$ cat src/hw/fabric_pkg.sv
// Region k spans k<<28 upward; only the first TARGET_WORDS words of a region are backed by RAM
`default_nettype none

package fabric_pkg;

    localparam int unsigned ADDR_W       = 32;
    localparam int unsigned DATA_W       = 32;
    localparam int unsigned BE_W         = DATA_W / 8;
    localparam int unsigned NUM_MASTERS  = 2;
    localparam int unsigned NUM_TARGETS  = 3;
    localparam int unsigned TAG_W        = 4;
    localparam int unsigned SRC_W        = 1;
    localparam int unsigned REGION_SHIFT = 28;
    localparam int unsigned IDX_W        = ADDR_W - REGION_SHIFT;
    localparam int unsigned WORD_LSB     = $clog2(BE_W);

    typedef struct packed {
        logic              we;
        logic [ADDR_W-1:0] addr;
        logic [BE_W-1:0]   be;
        logic [DATA_W-1:0] wdata;
        logic [TAG_W-1:0]  tag;
        logic [SRC_W-1:0]  src;
    } req_t;

    typedef struct packed {
        logic [DATA_W-1:0] rdata;
        logic              err;
        logic [TAG_W-1:0]  tag;
        logic [SRC_W-1:0]  src;
    } rsp_t;

    // ----------------------------------------------------------------------
    // Region map
    // ----------------------------------------------------------------------
    function automatic logic [IDX_W-1:0] region_idx(input logic [ADDR_W-1:0] addr);
        return addr[ADDR_W-1:REGION_SHIFT];
    endfunction

    // Word offset compare, so bits 1:0 never matter
    function automatic logic addr_hit(input logic [ADDR_W-1:0] addr, input int unsigned words);
        return (int'(region_idx(addr)) < NUM_TARGETS)
            && (addr[REGION_SHIFT-1:WORD_LSB] < words);
    endfunction

endpackage

`default_nettype wire
$ cat src/hw/rsp_merger.sv
// Responses to one master leave in source round-robin order, not request order; match them by tag
`timescale 1ns/10ps
`default_nettype none

module rsp_merger (
    input  logic [fabric_pkg::NUM_TARGETS:0]   rsp_valid_i,
    input  fabric_pkg::rsp_t                   rsp_i [fabric_pkg::NUM_TARGETS+1],
    output logic [fabric_pkg::NUM_TARGETS:0]   rsp_ready_o,
    input  logic                               clk_i,
    input  logic                               rst_n_i,
    output logic [fabric_pkg::NUM_MASTERS-1:0] mst_rsp_valid_o,
    output fabric_pkg::rsp_t                   mst_rsp_o [fabric_pkg::NUM_MASTERS],
    input  logic [fabric_pkg::NUM_MASTERS-1:0] mst_rsp_ready_i
);

    localparam int unsigned NUM_SRC = fabric_pkg::NUM_TARGETS + 1;
    localparam int unsigned SEL_W   = $clog2(NUM_SRC);
    localparam int unsigned NM      = fabric_pkg::NUM_MASTERS;

    logic [SEL_W-1:0] rr_q [NM];
    logic [SEL_W-1:0] sel  [NM];
    logic [NM-1:0]    sel_v;

    // Per master, first source from its pointer carrying its src
    always_comb begin
        int s;
        rsp_ready_o = '0;
        for (int m = 0; m < NM; m++) begin
            sel_v[m] = 1'b0;
            sel[m]   = rr_q[m];
            for (int i = 0; i < NUM_SRC; i++) begin
                s = (int'(rr_q[m]) + i) % NUM_SRC;
                if (!sel_v[m] && rsp_valid_i[s] && (int'(rsp_i[s].src) == m)) begin
                    sel_v[m] = 1'b1;
                    sel[m]   = SEL_W'(s);
                end
            end
            mst_rsp_valid_o[m] = sel_v[m];
            mst_rsp_o[m]       = rsp_i[sel[m]];
            if (sel_v[m] && mst_rsp_ready_i[m]) begin
                rsp_ready_o[sel[m]] = 1'b1;
            end
        end
    end

    // A stalled winner keeps top priority, so the output holds until taken
    always_ff @(posedge clk_i or negedge rst_n_i) begin
        if (!rst_n_i) begin
            for (int m = 0; m < NM; m++) begin
                rr_q[m] <= '0;
            end
        end else begin
            for (int m = 0; m < NM; m++) begin
                if (sel_v[m] && mst_rsp_ready_i[m]) begin
                    rr_q[m] <= (int'(sel[m]) == NUM_SRC - 1) ? '0 : sel[m] + 1'b1;
                end else if (sel_v[m]) begin
                    rr_q[m] <= sel[m];
                end
            end
        end
    end

endmodule

`default_nettype wire

$ cat config.mk
export PLATFORM = sky130hd
export DESIGN_NAME = rsp_merger
export DESIGN_NICKNAME = d
export VERILOG_FILES = /design/src/hw/fabric_pkg.sv /design/src/hw/rsp_merger.sv
export SDC_FILE = /design/constraint.sdc
export NUM_CORES = 1
export LEC_CHECK = 0
export ABC_AREA = 1
export ABC_CLOCK_PERIOD_IN_PS = 2100
export BUFFER_PORTS_ARGS = -buffer_cell sky130_fd_sc_hd__buf_2
export CAP_MARGIN = 20
export CORE_UTILIZATION = 41
export CTS_CLUSTER_DIAMETER = 30
export CTS_CLUSTER_SIZE = 25
export DETAILED_ROUTE_END_ITERATION = 7
export HOLD_SLACK_MARGIN = 0.08
export PLACE_DENSITY = 0.76
export RECOVER_POWER = 50
export SKIP_CTS_REPAIR_TIMING = 1
export SYNTH_ARGS = -nofsm -noshare
export SYNTH_HDL_FRONTEND = slang
export SYNTH_SLANG_ARGS = --single-unit
$ cat constraint.sdc
create_clock -name clk_i -period 2.1 [get_ports clk_i]
set_input_delay 0.315 -clock clk_i [delete_from_list [all_inputs] [get_ports clk_i]]
set_output_delay 0.315 -clock clk_i [all_outputs]
set_load 0.1 [all_outputs]
==> impl_metrics.ini, run 1 <==
[sta]
worst_endpoint_kind = primary output
crit_endpoint = mst_rsp_o[29]

[clock_tree]
h-tree-depth = 1
clockRootBuffer = clkbuf_8
clockBufferDepth = 2
cts_inserted_buffers = 3
cts.sinks = 4

[logic_synthesis]
syn_nets = 1073
ys_warn_count = 0
netlist_instances = 911
synth_compound_area_share_pct = 0.3365
seq_area_frac_synth_pct = 2.447
ys_types = 23
synth_top_family_by_area = simple AND/OR/NAND/NOR gates
synth-simple-area-share_pct = 84.18
netlist_top_cells_area = nand2_1, nand3_1, buf_2
syn-cell-area_sq_um = 4090
synthXorXnorAreaFrac_pct = 0.4283
syn_area_per_cell_sq_um = 4.490
yosysTopAreaCellShare_pct = 56.35
synth_area_leader_cell = nand2_1
synth.mux.area_fraction_pct = 0
synth_fa_ha_area_share_pct = 0.6118
ys_ff_latch = 4

[placed_design]
gp_congestion = 0.9537
place_inst = 1298
io_buffers = 241
hpwlAfterDp_um = 16260

[outcome]
status = did not finish
error_line = [ERROR DPL-0038] Utilization greater than 100%, impossible to legalize
failing_step = 5_1_grt

[floorplan]
die_y_um = 101.9
num_io_pins = 242
rows = 36
start_util_pct = 42.04
chipWidth_um = 101.9

[grt]
grt_max_degree = 40
==> cells in the mapped netlist <==
master    number
inv_2          7
buf_2         37
nand4_2        1
clkbuf_1       4
buf_4         12
inv_4          2
o21ai_2        1
nand2_4        3
buf_6         12
nand2_2        8
nor2_1         2
ha_1           2
nor2_8         2
nand4_1        5
xor2_1         2
nand2_1      614
nand3_1      177
nand3_2        7
dfrtp_1        4
inv_1          6
nand3b_1       1
buf_1          1
o21ai_0        1
==> kinds of logic after synthesis <==
group | after synthesis
compound gates | 2
xor+xnor | 2
fa+ha+maj | 2
buf+inv | 81
flops | 4
simple gates | 820
==> per-stage QoR <==
stage                     hold WS [ns]  utilization, %  TNS (ns)  area [sq um]  setup slack (ns)
after CTS                      -0.1068           91.42    -55.48          8895           -0.8297
after floorplan                0.01941               -    -8.533          5914           -0.6950
after global placement          0.1250           91.00    -28.83          8853           -0.4160
after detailed placement        0.1255           91.00    -33.14          8853           -0.5208
==> run 2: changes to the inputs <==
- ABC_CLOCK_PERIOD_IN_PS: 2100 -> 2700
- CORE_UTILIZATION: 41 -> 40
- CTS_CLUSTER_DIAMETER: 30 -> unset
- CTS_CLUSTER_SIZE: 25 -> unset
- HOLD_SLACK_MARGIN: 0.08 -> unset
- PLACE_DENSITY: 0.76 -> unset
- PLACE_DENSITY_LB_ADDON: unset -> 0.15
- clock period: 2.1 -> 2.7 ns (I/O delays scaled with it)
==> impl_metrics.ini, run 2 <==
[logic_synthesis]
ys_types = 23
syn_nets = 1073
syn_area_per_cell_sq_um = 4.490
synth_area_leader_cell = nand2_1
synth-edff-count = 0
ys_warn_count = 0
async_flop_share_pct = 100.0
syn-cell-area_sq_um = 4090
seq_area_frac_synth_pct = 2.447
synth_ff_type = dfrtp_1
yosysTopAreaCellShare_pct = 56.35
netlist_instances = 911
ys_ff_latch = 4
synth_most_common_cell = nand2_1
synthTopCellsByCount = nand2_1, nand3_1, buf_2
netlist_top_cells_area = nand2_1, nand3_1, buf_2

[sta]
period_minus_slack_ns = 3.166
max_freq_mhz = 315.8
slew_headroom_pct = 65.83
worst_slew_pin_slew_ns = 0.5161
clock_skew_ns = 0.0001538
layout_setup_ws_ns = -0.4661
finalSetupViolCount = 80
slew_viol_final = 0
rsz0062_at_grt = yes
min_period_over_period_pct = 117.3
finalHoldViolCount = 0

[clock_tree]
clockRootBuffer = clkbuf_8
cts_inserted_buffers = 3
clockBufferDepth = 2
cts.sinks = 4
clock_latency_ns = 0.22
clkTransAtPathRegs_ns = 0.03
cts_tree = done
h-tree-depth = 1

[layout]
multi_input_area_sq_um = 4800
post-route-util_pct = 92.26
largest_reg_flops = 4
fillCellCount = 397
drive_above_1_share_pct = 57.88
reg.largest.list = rr_q x4
regArea_sq_um = 105.1
num-nets-final = 1351
regMostFlops = rr_q
final_common_cell = nand2_1
synthToLayoutAreaGrowth_pct = 122.5
layout_common_cells = nand2_1, nand2_2, nand3_1, buf_2, buf_12

[placed_design]
hpwlAfterDp_um = 12810
gp_congestion = 0.9005
io_buffers = 241

[detailed_routing]
vias = 8575
drtAntennaViolNets = 0
drt-initial-drc-count = 1278
wl_per_cell_um = 23.14
wl_um = 30590
vias_per_cell = 6.486
drt_first_pass_iters = 7
route.detailed.drc = 0

[outcome]
status = complete, but fails checks
violations = negative setup slack

[grt]
grt_pass1_vias = 5845
track_usage_pct = 31.54
grt_pass1_wl_um = 27040
grt_max_degree = 60
antenna_found_initial = 1
gr-total-overflow = 0

[worst_setup_path]
critPathMaxFanout = 8
cp.required_ns = 2.30
cp.arrival_ns = 2.76
path_class = flip-flop to primary output
start_kind = flip-flop
endpoint_kind = primary output

[floorplan]
rows = 36
start_util_pct = 41.46
die_area_sq_um = 10630
chipWidth_um = 103.1
core_area_sq_um = 9864
die_y_um = 103.1
num_io_pins = 242

[worst_hold_path]
hold_path.class = primary input to async pin

[flow_run]
maxCapViolations = 0
[run 2: cell counts after synthesis]
Identical to the previous run, type by type.
[run 2: final cells by class]
cell class | instances | share of cell area [%]
Inverter | 15 | 0.9761
Antenna cell | 2 | 0.05499
Multi-Input combinational cell | 830 | 52.74
Timing Repair Buffer | 334 | 42.73
Clock buffer | 3 | 0.4537
Timing Repair inverter | 1 | 0.06874
Sequential cell | 4 | 1.155
Tap cell | 133 | 1.828
[run 2: logic make-up (layout without fill, tap and decap cells)]
logic type	Yosys count	in the layout	share of synthesized area, %
AO/OA/AOI/OAI	2	2	0.3364
XOR/XNOR	2	2	0.4283
adder cells (fa/ha/maj)	2	2	0.6117
buffers and inverters	81	353	11.99
flip-flops	4	4	2.447
other	0	2	0
AND/OR/NAND/NOR	820	824	84.18
[run 2: critical path, stage by stage, from the launching register on]
cell       delay, ns
dfrtp_2         0.51
clkinv_4        0.13
nand2_1         0.12
nand2_2         0.11
nand3_2         0.11
nand2_4         0.11
nor2_8          0.25
nand2_8         0.12
nand2_8         0.17
nand2_8         0.12
clkbuf_16       0.18
nand2_1         0.07
nand2_1         0.07
nand2_2         0.17
nand2_2         0.09
buf_12          0.17
[run 2: through the flow]
stage / area, sq um / worst slack, ns / std cells / hold slack, ns / TNS (ns)
after floorplan: 4140 / -0.1852 / 911 / 0.1094 / -0.7113
after global placement: 6681 / 0.03398 / 1249 / 0.2142 / 0
after detailed placement: 6681 / 0.01885 / 1249 / 0.2164 / 0
after CTS: 6723 / -0.2146 / 1252 / -0.01222 / -10.73
after global routing: 9099 / -0.4987 / 1321 / 0.5373 / -28.96
final: 9101 / -0.4661 / 1322 / 0.5471 / -23.76
[run 2: worst paths after layout]
path                                       endpoint  slack (ns)  cells past startpoint                start
worst max-delay path                  mst_rsp_o[45]       -0.47                     15  rr_q[2]$_DFFE_PN0P_
worst max register to register  rr_q[1]$_DFFE_PN0P_        0.34                     12  rr_q[0]$_DFFE_PN0P_
worst min-delay path            rr_q[0]$_DFFE_PN0P_        0.55                      2              rst_n_i
min in group clk_i              rr_q[2]$_DFFE_PN0P_        0.55                      3   mst_rsp_ready_i[0]
max in group asynchronous       rr_q[2]$_DFFE_PN0P_        1.93                      2              rst_n_i
worst min register to register  rr_q[3]$_DFFE_PN0P_        1.13                      6  rr_q[3]$_DFFE_PN0P_
[run 2: metal layers]
metal	vias to the layer above	track usage, %	share of wire [%]
met5	-	0	0
met4	0	12.13	11
met3	397	6.169	16
met2	997	54.62	42
met1	3736	38.36	31
li1	3445	-	-
Power of run 2 is left out: the tool's default activity adds up to more than one toggle a clock period on the data nets, which glitch-free logic cannot reach.
==> run 3: changes to the inputs <==
- CTS_BUF_LIST: unset -> sky130_fd_sc_hd__clkbuf_16
==> impl_metrics.ini, run 3 (synthesized netlist as in run 2, its figures left out) <==
[detailed_routing]
drtAntennaViolNets = 0
wl_um = 26950
vias_per_cell = 6.159
route.detailed.drc = 0
drt_first_pass_iters = 6
wl_per_cell_um = 20.56
vias = 8074
drt-initial-drc-count = 803

[grt]
antenna_found_initial = 0
grt_pass1_wl_um = 27230
grt_pass1_vias = 5852
gr-total-overflow = 0
grt_max_degree = 60
track_usage_pct = 31.77

[sta]
max_freq_mhz = 334.3
setup-tns-final_ns = -15.59
hold_slack_ns = 0.5077
slew_headroom_pct = 66.60
clock_skew_ns = 0.0001288
finalHoldViolCount = 0
worst_slew_pin_slew_ns = 0.5045
finalSetupViolCount = 80
min_period_over_period_pct = 110.8
period_minus_slack_ns = 2.991
rsz0062_at_grt = yes
slew_viol_final = 0
layout_setup_ws_ns = -0.2911

[layout]
largest_reg_flops = 4
num-nets-final = 1341
synthToLayoutAreaGrowth_pct = 115.7
regMostFlops = rr_q
layout_common_cells = nand2_1, nand2_2, nand3_1, buf_2, buf_12
final_common_cell = nand2_1
drive_above_1_share_pct = 55.40
fin_cells = 1311
reg.largest.list = rr_q x4

[flow_run]
maxCapViolations = 0

[floorplan]
num_io_pins = 242
rows = 36
die_y_um = 103.1
chipWidth_um = 103.1
start_util_pct = 41.46
die_area_sq_um = 10630
core_area_sq_um = 9864

[clock_tree]
clkTransAtPathRegs_ns = 0.04
clockRootBuffer = clkbuf_16
cts_inserted_buffers = 3
clockBufferDepth = 2
cts.sinks = 4
clock_latency_ns = 0.23
cts_tree = done
h-tree-depth = 1

[worst_setup_path]
cp.required_ns = 2.30
path_class = flip-flop to primary output
critPathMaxFanout = 10
endpoint_kind = primary output
cp.arrival_ns = 2.59
start_kind = flip-flop

[placed_design]
hpwlAfterDp_um = 12810
io_buffers = 241
place_inst = 1249
gp_congestion = 0.9005
place_ws_ns = 0.01885

[outcome]
violations = negative setup slack
status = complete, but fails checks

[worst_hold_path]
hold_path.class = primary input to flip-flop
==> run 3: cell count changes in the layout (fill, tap and decap cells not counted), moves of 2 or more <==
cell      delta
nand2_4     -10
buf_12       +2
buf_6        -9
nand2_2      -9
nand2_8      -3
nand3_2      -2
clkbuf_8     -3
nand2_1     +21
nand3_1      +2
==> run 3: worst max-delay path: stages, from the launching register on <==
cell and delay [ns]:
dfrtp_2 0.47, buf_6 0.16, nand2_1 0.09, nand2_2 0.08
nand3_2 0.09, nand2_4 0.10, nor2_8 0.20, nand3_4 0.23
nand2_8 0.23, buf_12 0.16, nand2_1 0.06, nand2_1 0.11
nand2_1 0.09, nand2_2 0.10, buf_12 0.17
==> run 3: cell type report <==
cell class / count / area, sq um
Multi-Input combinational cell: 829 / 4637
Timing Repair Buffer: 325 / 3750
Fill cell: 480 / 1042
Tap cell: 133 / 166.4
Sequential cell: 4 / 105.1
Inverter: 15 / 81.33
Clock buffer: 3 / 75.07
Timing Repair inverter: 1 / 5.005
Antenna cell: 1 / 2.502
==> run 3: routing by layer <==
layer / part of all wire [%] / up-vias / wire, um / global-route usage (%)
li1: - / 3419 / - / -
met1: 33 / 3622 / 8933 / 38.51
met2: 45 / 785 / 12120 / 55.38
met3: 13 / 248 / 3580 / 6.034
met4: 8.6 / 0 / 2319 / 12.13
met5: 0 / - / 0 / 0
==> run 3: per-stage QoR <==
| step | util (%) | instance area [sq um] |
|---|---|---|
| floorplan | - | 4140 |
| global placement | 67.73 | 6681 |
| detailed placement | 67.73 | 6681 |
| CTS | 68.49 | 6756 |
| global route | 89.41 | 8820 |
| finish | 89.43 | 8822 |
==> run 3: final timing paths <==
check                                 endpoint  slack (ns)           startpoint  cells past startpoint
setup / recovery                 mst_rsp_o[50]       -0.29  rr_q[2]$_DFFE_PN0P_                     14
hold / removal             rr_q[0]$_DFFE_PN0P_        0.51   mst_rsp_ready_i[1]                      3
setup reg to reg           rr_q[1]$_DFFE_PN0P_        0.12  rr_q[0]$_DFFE_PN0P_                     12
hold reg to reg            rr_q[3]$_DFFE_PN0P_        1.11  rr_q[3]$_DFFE_PN0P_                      6
max in group asynchronous  rr_q[2]$_DFFE_PN0P_        1.86              rst_n_i                      2
min in group asynchronous  rr_q[0]$_DFFE_PN0P_        0.59              rst_n_i                      2
Power of run 3 is left out for the same reason.
